[config.mk]
export PLATFORM = sky130hd
export DESIGN_NAME = ubtb_top
export DESIGN_NICKNAME = d
export VERILOG_FILES = /design/src/bpu_cfg_pkg.sv /design/src/bpu_types_pkg.sv /design/src/ubtb_update_front.sv /design/src/ubtb_way.sv /design/src/ubtb_plru.sv /design/src/ubtb_predict.sv /design/src/ubtb_top.sv
export SDC_FILE = /design/constraint.sdc
export NUM_CORES = 1
export LEC_CHECK = 0
export BUFFER_PORTS_ARGS = -buffer_cell sky130_fd_sc_hd__clkbuf_2
export CORE_ASPECT_RATIO = 0.75
export CORE_UTILIZATION = 65
export DETAILED_ROUTE_END_ITERATION = 10
export PLACE_DENSITY = 0.84
export SLEW_MARGIN = 10
export SYNTH_ARGS = -nofsm -noshare
export SYNTH_HDL_FRONTEND = slang
export SYNTH_HIERARCHICAL = 1
export SYNTH_SLANG_ARGS = --single-unit
[constraint.sdc]
create_clock -name clk -period 11.68 [get_ports clk]
set_input_delay 2.336 -clock clk [delete_from_list [all_inputs] [get_ports clk]]
set_output_delay 2.336 -clock clk [all_outputs]
set_load 0.03 [all_outputs]
[src/bpu_cfg_pkg.sv]
`default_nettype none

package bpu_cfg_pkg;

    // table geometry
    localparam int UBTB_SIZE  = 8;
    localparam int UBTB_IDX_W = $clog2(UBTB_SIZE);
    localparam int UBTB_TAG_W = 12;

    localparam int SLOT_NUM   = 2;
    localparam int SLOT_IDX_W = $clog2(SLOT_NUM); // width of the taken slot index

    // fetch block geometry
    localparam int VADDR_W     = 32;
    localparam int INST_OFFSET = 2;  // byte bits below one instruction
    localparam int BLOCK_SIZE  = 32;
    localparam int OFFSET_W    = 3;  // instruction index within a block

    // byte offset bits of a block, the tag starts right above them
    localparam int BLOCK_OFF_W = INST_OFFSET + OFFSET_W;

    // offset of the last instruction in a block
    localparam logic [OFFSET_W-1:0] LAST_OFFSET =
        OFFSET_W'((BLOCK_SIZE >> INST_OFFSET) - 1);

    // counter encodings
    localparam logic [1:0] CTR_WEAK_TAKEN = 2'b10;
    localparam logic [1:0] CTR_MAX        = 2'b11;
    localparam logic [1:0] CTR_MIN        = 2'b00;

endpackage

`default_nettype wire

[src/bpu_types_pkg.sv]
`default_nettype none

package bpu_types_pkg;

    typedef enum logic {
        BR_COND = 1'b0, // conditional, predicted by its counter
        BR_JUMP = 1'b1  // unconditional, always taken
    } br_type_e;

    // one branch slot of a BTB entry
    typedef struct packed {
        logic                                en;
        logic [bpu_cfg_pkg::OFFSET_W-1:0]    offset;
        br_type_e                            br_type;
        logic [bpu_cfg_pkg::VADDR_W-1:0]     target;
    } btb_slot_t;

    // slot 0 is the earlier branch in the block
    typedef btb_slot_t [bpu_cfg_pkg::SLOT_NUM-1:0] btb_entry_t;

    // per slot 2-bit saturating counters
    typedef logic [bpu_cfg_pkg::SLOT_NUM-1:0][1:0] ctr_vec_t;

    // commit time update request
    typedef struct packed {
        logic [bpu_cfg_pkg::VADDR_W-1:0]     start_addr;
        btb_entry_t                          entry;
        logic [bpu_cfg_pkg::SLOT_NUM-1:0]    alloc;  // slot was newly allocated
        logic [bpu_cfg_pkg::SLOT_NUM-1:0]    taken;  // resolved direction
    } ubtb_update_t;

    // same cycle prediction
    typedef struct packed {
        logic                                valid;
        logic                                hit;
        logic                                taken;
        logic [bpu_cfg_pkg::SLOT_IDX_W-1:0]  taken_slot;
        logic [bpu_cfg_pkg::VADDR_W-1:0]     target;
        logic [bpu_cfg_pkg::OFFSET_W-1:0]    size;
    } ubtb_result_t;

endpackage

`default_nettype wire

[src/ubtb_update_front.sv]
`timescale 1ns/1ps
`default_nettype none

module ubtb_update_front (
    input  logic                                 update_i,
    input  bpu_types_pkg::ubtb_update_t          update_info_i,
    input  logic [bpu_cfg_pkg::UBTB_SIZE-1:0]    update_hit_i,
    input  logic [bpu_cfg_pkg::UBTB_SIZE-1:0]    victim_way_i,
    output logic [bpu_cfg_pkg::UBTB_SIZE-1:0]    wr_way_o,
    output logic [bpu_cfg_pkg::UBTB_TAG_W-1:0]   upd_tag_o,
    output logic [bpu_cfg_pkg::SLOT_NUM-1:0]     slot_train_o,
    output logic [bpu_cfg_pkg::SLOT_NUM-1:0]     slot_alloc_o,
    output bpu_types_pkg::btb_entry_t            upd_entry_o
);

    logic                                upd_hit;
    logic [bpu_cfg_pkg::UBTB_SIZE-1:0]   sel_way;

    // tag sits right above the block offset, same slice as the lookup side
    assign upd_tag_o = update_info_i.start_addr[bpu_cfg_pkg::BLOCK_OFF_W +: bpu_cfg_pkg::UBTB_TAG_W];

    assign upd_hit = |update_hit_i;

    // an existing tag is rewritten in place, otherwise the PLRU victim is refilled
    assign sel_way  = upd_hit ? update_hit_i : victim_way_i;
    assign wr_way_o = update_i ? sel_way : '0;

    always_comb begin
        for (int s = 0; s < bpu_cfg_pkg::SLOT_NUM; s++) begin
            // only enabled conditional slots own a counter worth training
            slot_train_o[s] = update_i
                            & update_info_i.entry[s].en
                            & (update_info_i.entry[s].br_type == bpu_types_pkg::BR_COND);
            slot_alloc_o[s] = slot_train_o[s] & update_info_i.alloc[s];
        end
    end

    assign upd_entry_o = update_info_i.entry;

endmodule

`default_nettype wire

[src/ubtb_way.sv]
`timescale 1ns/1ps
`default_nettype none

module ubtb_way (
    input  logic                                 clk,
    input  logic                                 rst,
    input  logic [bpu_cfg_pkg::UBTB_TAG_W-1:0]   lookup_tag_i,
    input  logic [bpu_cfg_pkg::UBTB_TAG_W-1:0]   upd_tag_i,
    input  logic                                 wr_i,
    input  bpu_types_pkg::btb_entry_t            upd_entry_i,
    input  logic [bpu_cfg_pkg::SLOT_NUM-1:0]     slot_train_i,
    input  logic [bpu_cfg_pkg::SLOT_NUM-1:0]     slot_alloc_i,
    input  logic [bpu_cfg_pkg::SLOT_NUM-1:0]     taken_i,
    output logic                                 lookup_hit_o,
    output logic                                 update_hit_o,
    output bpu_types_pkg::btb_entry_t            entry_o,
    output bpu_types_pkg::ctr_vec_t              ctr_o
);

    logic                                valid_q;
    logic [bpu_cfg_pkg::UBTB_TAG_W-1:0]  tag_q;
    bpu_types_pkg::btb_entry_t           entry_q;
    bpu_types_pkg::ctr_vec_t             ctr_q;
    bpu_types_pkg::ctr_vec_t             ctr_d;

    function automatic logic [1:0] sat_step(input logic [1:0] ctr, input logic taken);
        if (taken) begin
            return (ctr == bpu_cfg_pkg::CTR_MAX) ? ctr : ctr + 2'd1;
        end
        return (ctr == bpu_cfg_pkg::CTR_MIN) ? ctr : ctr - 2'd1;
    endfunction

    assign lookup_hit_o = valid_q && (tag_q == lookup_tag_i);
    assign update_hit_o = valid_q && (tag_q == upd_tag_i);

    always_comb begin
        logic [1:0] base;
        for (int s = 0; s < bpu_cfg_pkg::SLOT_NUM; s++) begin
            base = update_hit_o ? ctr_q[s] : 2'b00; // a replaced tag starts from zero
            if (slot_train_i[s]) begin
                ctr_d[s] = slot_alloc_i[s] ? bpu_cfg_pkg::CTR_WEAK_TAKEN : sat_step(base, taken_i[s]);
            end else begin
                ctr_d[s] = base;
            end
        end
    end

    always_ff @(posedge clk or negedge rst) begin
        if (!rst) begin
            valid_q <= 1'b0;
            ctr_q   <= '0;
        end else if (wr_i) begin
            valid_q <= 1'b1;
            ctr_q   <= ctr_d;
        end
    end

    always_ff @(posedge clk) begin
        if (wr_i) begin
            tag_q   <= upd_tag_i;
            entry_q <= upd_entry_i;
        end
    end

    assign entry_o = entry_q;
    assign ctr_o   = ctr_q;

endmodule

`default_nettype wire

[src/ubtb_plru.sv]
`timescale 1ns/1ps
`default_nettype none

module ubtb_plru (
    input  logic                                 clk,
    input  logic                                 rst,
    input  logic                                 touch_i,
    input  logic [bpu_cfg_pkg::UBTB_SIZE-1:0]    touch_way_i,
    output logic [bpu_cfg_pkg::UBTB_SIZE-1:0]    victim_way_o
);

    // heap ordered tree, node n has children 2n+1 and 2n+2
    // a node bit of 1 sends the victim search to the right half
    logic [bpu_cfg_pkg::UBTB_SIZE-2:0]   tree_q;
    logic [bpu_cfg_pkg::UBTB_SIZE-2:0]   tree_d;
    logic [bpu_cfg_pkg::UBTB_IDX_W-1:0]  touch_idx;
    logic [bpu_cfg_pkg::UBTB_IDX_W-1:0]  victim_idx;

    always_comb begin
        touch_idx = '0;
        for (int i = 0; i < bpu_cfg_pkg::UBTB_SIZE; i++) begin
            if (touch_way_i[i]) touch_idx = bpu_cfg_pkg::UBTB_IDX_W'(i);
        end
    end

    always_comb begin
        int  node;
        logic dir;
        node   = 0;
        tree_d = tree_q;
        for (int l = 0; l < bpu_cfg_pkg::UBTB_IDX_W; l++) begin
            dir          = touch_idx[bpu_cfg_pkg::UBTB_IDX_W-1-l];
            tree_d[node] = ~dir; // point away from the touched half
            node         = 2 * node + 1 + int'(dir);
        end
    end

    always_comb begin
        int  node;
        logic dir;
        node       = 0;
        victim_idx = '0;
        for (int l = 0; l < bpu_cfg_pkg::UBTB_IDX_W; l++) begin
            dir = tree_q[node];
            victim_idx[bpu_cfg_pkg::UBTB_IDX_W-1-l] = dir;
            node = 2 * node + 1 + int'(dir);
        end
    end

    assign victim_way_o = bpu_cfg_pkg::UBTB_SIZE'(1) << victim_idx;

    always_ff @(posedge clk or negedge rst) begin
        if (!rst) begin
            tree_q <= '0;
        end else if (touch_i) begin
            tree_q <= tree_d;
        end
    end

endmodule

`default_nettype wire

[src/ubtb_predict.sv]
`timescale 1ns/1ps
`default_nettype none

module ubtb_predict (
    input  logic                                 lookup_en_i,
    input  logic [bpu_cfg_pkg::VADDR_W-1:0]      lookup_pc_i,
    input  logic [bpu_cfg_pkg::UBTB_SIZE-1:0]    lookup_hits_i,
    input  bpu_types_pkg::btb_entry_t            entries_i [bpu_cfg_pkg::UBTB_SIZE],
    input  bpu_types_pkg::ctr_vec_t              ctrs_i [bpu_cfg_pkg::UBTB_SIZE],
    output bpu_types_pkg::ubtb_result_t          result_o
);

    logic [bpu_cfg_pkg::UBTB_IDX_W-1:0]  hit_idx;
    logic                                hit;
    bpu_types_pkg::btb_entry_t           hit_entry;
    bpu_types_pkg::ctr_vec_t             hit_ctr;
    logic [bpu_cfg_pkg::SLOT_NUM-1:0]    slot_taken;
    logic                                any_taken;
    logic [bpu_cfg_pkg::SLOT_IDX_W-1:0]  first_slot;
    logic [bpu_cfg_pkg::VADDR_W-1:0]     fall_through;

    // the hit vector is at most one-hot, so an OR of indices is enough
    always_comb begin
        hit_idx = '0;
        for (int i = 0; i < bpu_cfg_pkg::UBTB_SIZE; i++) begin
            if (lookup_hits_i[i]) hit_idx = hit_idx | bpu_cfg_pkg::UBTB_IDX_W'(i);
        end
    end

    assign hit       = lookup_en_i & (|lookup_hits_i);
    assign hit_entry = entries_i[hit_idx];
    assign hit_ctr   = ctrs_i[hit_idx];

    always_comb begin
        for (int s = 0; s < bpu_cfg_pkg::SLOT_NUM; s++) begin
            slot_taken[s] = hit_entry[s].en
                          & ((hit_entry[s].br_type == bpu_types_pkg::BR_JUMP) | hit_ctr[s][1]);
        end
    end

    // earliest taken slot in program order wins
    always_comb begin
        any_taken  = 1'b0;
        first_slot = '0;
        for (int s = 0; s < bpu_cfg_pkg::SLOT_NUM; s++) begin
            if (!any_taken && slot_taken[s]) begin
                any_taken  = 1'b1;
                first_slot = bpu_cfg_pkg::SLOT_IDX_W'(s);
            end
        end
    end

    assign fall_through = {lookup_pc_i[bpu_cfg_pkg::VADDR_W-1:bpu_cfg_pkg::BLOCK_OFF_W],
                           {bpu_cfg_pkg::BLOCK_OFF_W{1'b0}}}
                        + bpu_cfg_pkg::VADDR_W'(bpu_cfg_pkg::BLOCK_SIZE);

    always_comb begin
        result_o            = '0;
        result_o.valid      = lookup_en_i;
        result_o.hit        = hit;
        result_o.target     = fall_through;
        result_o.size       = bpu_cfg_pkg::LAST_OFFSET;
        if (hit && any_taken) begin
            result_o.taken      = 1'b1;
            result_o.taken_slot = first_slot;
            result_o.target     = hit_entry[first_slot].target;
            result_o.size       = hit_entry[first_slot].offset;
        end
    end

endmodule

`default_nettype wire

[src/ubtb_top.sv]
`timescale 1ns/1ps
`default_nettype none

module ubtb_top (
    input  logic                                 clk,
    input  logic                                 rst,
    input  logic                                 lookup_en_i,
    input  logic [bpu_cfg_pkg::VADDR_W-1:0]      lookup_pc_i,
    input  logic                                 update_i,
    input  bpu_types_pkg::ubtb_update_t          update_info_i,
    output bpu_types_pkg::ubtb_result_t          result_o
);

    logic [bpu_cfg_pkg::UBTB_TAG_W-1:0]  lookup_tag;
    logic [bpu_cfg_pkg::UBTB_TAG_W-1:0]  upd_tag;
    logic [bpu_cfg_pkg::UBTB_SIZE-1:0]   lookup_hits;
    logic [bpu_cfg_pkg::UBTB_SIZE-1:0]   update_hits;
    logic [bpu_cfg_pkg::UBTB_SIZE-1:0]   wr_way;
    logic [bpu_cfg_pkg::UBTB_SIZE-1:0]   victim_way;
    logic [bpu_cfg_pkg::UBTB_SIZE-1:0]   touch_way;
    logic [bpu_cfg_pkg::SLOT_NUM-1:0]    slot_train;
    logic [bpu_cfg_pkg::SLOT_NUM-1:0]    slot_alloc;
    bpu_types_pkg::btb_entry_t           upd_entry;
    bpu_types_pkg::btb_entry_t           way_entry [bpu_cfg_pkg::UBTB_SIZE];
    bpu_types_pkg::ctr_vec_t             way_ctr [bpu_cfg_pkg::UBTB_SIZE];

    assign lookup_tag = lookup_pc_i[bpu_cfg_pkg::BLOCK_OFF_W +: bpu_cfg_pkg::UBTB_TAG_W];

    // updates take priority over lookups for the replacement state
    assign touch_way = update_i ? wr_way : (lookup_en_i ? lookup_hits : '0);

    ubtb_update_front u_front (
        .update_i      (update_i),
        .update_info_i (update_info_i),
        .update_hit_i  (update_hits),
        .victim_way_i  (victim_way),
        .wr_way_o      (wr_way),
        .upd_tag_o     (upd_tag),
        .slot_train_o  (slot_train),
        .slot_alloc_o  (slot_alloc),
        .upd_entry_o   (upd_entry)
    );

    for (genvar w = 0; w < bpu_cfg_pkg::UBTB_SIZE; w++) begin : g_way
        ubtb_way u_way (
            .clk          (clk),
            .rst          (rst),
            .lookup_tag_i (lookup_tag),
            .upd_tag_i    (upd_tag),
            .wr_i         (wr_way[w]),
            .upd_entry_i  (upd_entry),
            .slot_train_i (slot_train),
            .slot_alloc_i (slot_alloc),
            .taken_i      (update_info_i.taken),
            .lookup_hit_o (lookup_hits[w]),
            .update_hit_o (update_hits[w]),
            .entry_o      (way_entry[w]),
            .ctr_o        (way_ctr[w])
        );
    end

    ubtb_plru u_plru (
        .clk          (clk),
        .rst          (rst),
        .touch_i      (|touch_way),
        .touch_way_i  (touch_way),
        .victim_way_o (victim_way)
    );

    ubtb_predict u_predict (
        .lookup_en_i   (lookup_en_i),
        .lookup_pc_i   (lookup_pc_i),
        .lookup_hits_i (lookup_hits),
        .entries_i     (way_entry),
        .ctrs_i        (way_ctr),
        .result_o      (result_o)
    );

endmodule

`default_nettype wire

After elaboration in Yosys (flattened, before gate mapping). Cells that the tools add are included.

$add $sub $neg: 39. Multipliers: 0. Divide/modulo/power cells: 0. $lt $le $gt $ge: 8. Equality and inequality tests: 32. Shift-type cells: 1. Mux-type cells: 158. Bitwise operators: 17. Reduce and logical (&&, ||, !) cells: 40.

Operator list (count): 2-bit 2-to-1 mux (114); 74-bit binary-select mux with 3-bit select (1); 12-bit equality test (16); 74-bit 2-to-1 mux (2); 32-bit by 5-bit less-than comparator with 1-bit output, second input constant (4); 36-bit 2-to-1 mux (2); 32-bit by 2-bit adder with 32-bit output (2); 32-bit by 2-bit adder with 32-bit output, second input constant (2); 32-bit by 1-bit greater-or-equal comparator with 1-bit output, second input constant (2); 37-bit 2-to-1 mux (1); 2-bit by 1-bit adder with 2-bit output, second input constant (16); 32-bit by 6-bit adder with 32-bit output, second input constant (1); 2-bit equality test, second input constant (16); 2-bit logical NOT (16); 8-bit 2-to-1 mux (4); 2-bit by 1-bit subtractor with 2-bit output, second input constant (16); 3-bit 2-to-1 mux (10); 8-bit OR reduction (3); 1-bit logical AND (20); 1-bit 2-to-1 mux (15); 7-bit bitwise mux (2); 4-bit binary-select mux with 3-bit select (1); 1-bit bitwise AND (9); 4-bit 2-to-1 mux (2); other kinds (10) (18).

Bits in registers: 735. Latch bits: 0. Bits in writable memories: 0. Bits in read-only memories: 0. Bits of input ports: 146. Output and inout bits: 39. Logic and storage cells: 392. Memories: 0.

Logic depth before layout (Yosys ltp).
Depth in word-level cells: 27. Gate-level depth with buffers: 14.

Modules after synthesis. The synthesis kept the hierarchy.

Modules (own cells, without submodules): ubtb_way (instances 8, cells each 152, area an instance 3166.8 sq um, seq. area each 2707.6 sq um); ubtb_predict (instances 1, cells each 665, area an instance 5621.6 sq um, seq. area each 0.0 sq um); ubtb_update_front (instances 1, cells each 115, area an instance 858.3 sq um, seq. area each 0.0 sq um); ubtb_plru (instances 1, cells each 36, area an instance 361.6 sq um, seq. area each 175.2 sq um); ubtb_top (instances 1, cells each 22, area an instance 147.6 sq um, seq. area each 0.0 sq um).

Worst setup path before layout. Ideal clock, no wire load.

Path type: input to output. From: input port lookup_pc_i[15] (netlist bit). To: output port result_o[8] (netlist bit). Arrival time: 5334 ps. Required time: 9344 ps. Slack: 4010 ps. Cell stages on the path: 12. Buffers on the path: 2. Path through: xor2_1 -> nor4_1 -> nand3_1 -> nor3_1 -> or4_1 -> buf_2 -> nor2_1 -> o32a_1 -> a211oi_4 -> buf_2 -> a22oi_1 -> o22ai_1.

RTL lines: start: declaration (line ubtb_top.sv:8) `input logic [bpu_cfg_pkg::VADDR_W-1:0] lookup_pc_i,`; end: declaration (line ubtb_top.sv:11) `output bpu_types_pkg::ubtb_result_t result_o`.

==> run summary <==
Fin. Hold Viols -> 0
Setup violations, final -> 0
Fmax -> 104 MHz
RSZ-0062 raised after global routing -> false
IO Port Bufs -> 159
Max-cap check violation count -> 0
Final Skew -> 0.0247 ns
Aggregate global-route resource usage -> 30.7%
Root buffer cell -> clkbuf_16
Synthesized Nets -> 2,200
Critical Path Fanout Max -> 43
Total Wirelength -> 76,500 um
Worst path required time -> 9.34 ns
Die ar. -> 50,600 um2
Vias post-DR -> 19.2k
Die H -> 195 um
Multi-input gate area -> 9430 um2
Cell row count -> 70
Hold_buf cts -> 0
Final hold slack -> 0.499 ns
DRC violations left -> 0
Highest-count cells in the layout ignoring fill and taps -> edfxtp_1 (688), nand2_1 (216), xnor2_1 (178)
Outcome -> completed
Syn Area/Cell -> 15.7 um2
# IOs -> 185
Final worst-path cycle share -> 82.7%
Placer Congestion -> 0.882
Register area -> 21,800 um2
Min cycle time layout -> 9.66 ns
Initial Util -> 66.1%
Startpoint types -> input pin
Max Root-Sink Buffers -> 3
Largest net degree at the start of global routing -> 131
Arrival time worst endpoint -> 7.32 ns
Dpl hpwl -> 42,000 um
Area growth syn-to-layout -> 9.63%
Post-route ant nets -> 0
Clk_lat worst skew -> 0.62 ns
First-pass GRT wire length -> 115,000 um
Clock-pin transition on the worst setup and hold timing paths -> 0.05 ns
WL/cell -> 26.9 um
Congestion Overflow GR -> 0
Hold Path Class -> flip-flop to flip-flop
Post-Syn Instances -> 2,053
Setup Fix Bufs, Post-CTS -> 0
Slew Limit Fails -> 0
Filler cells -> 2,822
Nets@finish -> 2,288
Vias in the first global route -> 19.5k
Power per cell area -> 179 nW/um2
Vias per cell -> 6.75
Leakage -> 0.0116 uW
Most common cell after layout, fill and taps aside -> edfxtp_1
Post-DP Area -> 33,200 um2
Share of post-route cells with drive strength above 1 -> 19.7%
CTS H-Tree Depth -> 3
Clock sink count -> 735
Pre-antenna DRT Iters -> 6
TritonCTS Buffers -> 71
Worst Setup End Kind -> output port
Slew @ Worst Pin -> 1.25 ns
Final instance area -> 35,400 um2
Relative slew slack -> 16.7%
CTS tree -> built
Worst Setup Path Type -> input pin to output port
Core area -> 48,900 um2
Initial antenna violation count -> 16
Number of DRC markers in iteration 0 -> 2,340
Post-cts repair resize count -> 0
Die X -> 259 um
Peak VDD IR -> 0.135 mV
Synth warn -> 6
Final TNS setup -> 0 ns
Cell area after technology mapping -> 32,300 um2
[flip-flops by register name, summed over array words and instances, names as in the netlist]
register,count
g_way.u_way/ctr_o,32
u_plru/tree_q,7
g_way.u_way/tag_q,96
g_way.u_way/valid_q,8
g_way.u_way/entry_o,592
[area by class of cell]
| class | instances | share of cell area (%) |
|---|---|---|
| Inverter | 27 | 0.286 |
| Antenna cell | 7 | 0.0494 |
| Clock inverter | 30 | 0.749 |
| Sequential cell | 735 | 61.6 |
| Tap cell | 648 | 2.29 |
| Clock buffer | 95 | 5.51 |
| Timing Repair Buffer | 185 | 2.87 |
| Multi-Input combinational cell | 1121 | 26.6 |
[through the flow]
step	util [%]	power (uW)	instances	setup slack, ns
final	72.5	6350	2848	2.02
after global routing	72.5	6530	2847	1.77
after CTS	72.5	6370	2841	2.08
after detailed placement	67.9	4170	2716	2.10
after global placement	67.9	4110	2716	2.16
after floorplan	-	3930	2053	4.01
[worst paths after layout]
check / start / cells past startpoint / endpoint / slack (ns)
worst max-delay path: lookup_pc_i[15] / 14 / result_o[10] / 2.02
worst min-delay path: g_way[7].u_way/valid_q / 1 / g_way[7].u_way/valid_q / 0.50
worst max register to register: g_way[1].u_way/tag_q[1] / 12 / u_plru/tree_q[3] / 7.47
worst min register to register: g_way[7].u_way/valid_q / 1 / g_way[7].u_way/valid_q / 0.50
max in group asynchronous: rst / 2 / g_way[7].u_way/ctr_o[0] / 9.34
min in group asynchronous: rst / 2 / g_way[4].u_way/ctr_o[3] / 1.87
[report_power, final]
group	switching, uW	total [uW]	leakage, uW	internal (uW)
clock	953	2220	0.00108	1260
combinational	483	728	0.00369	245
sequential	131	3410	0.00685	3280
[worst max-delay path, cell delays in order]
cell      delay, ns
clkbuf_2       0.30
xor2_1         0.23
nor4_1         0.31
nand3_1        0.11
nor3_1         0.34
buf_4          0.26
or4_4          0.53
nor2_1         0.14
o32a_1         0.38
a211oi_4       1.02
buf_4          0.52
a32oi_1        0.22
o22a_1         0.38
clkbuf_2       0.21
[metal layers]
| layer | up-vias | part of all wire, % | wire (um) | track usage [%] |
|---|---|---|---|---|
| li1 | 8134 | - | - | - |
| met1 | 9555 | 36 | 27700 | 41.1 |
| met4 | 16 | 4.0 | 3100 | 13.4 |
| met3 | 234 | 11 | 8770 | 7.75 |
| met5 | - | 0.14 | 108 | 0 |
| met2 | 1291 | 48 | 36800 | 48.2 |
Note: power is estimated with default switching activity, not from simulation.
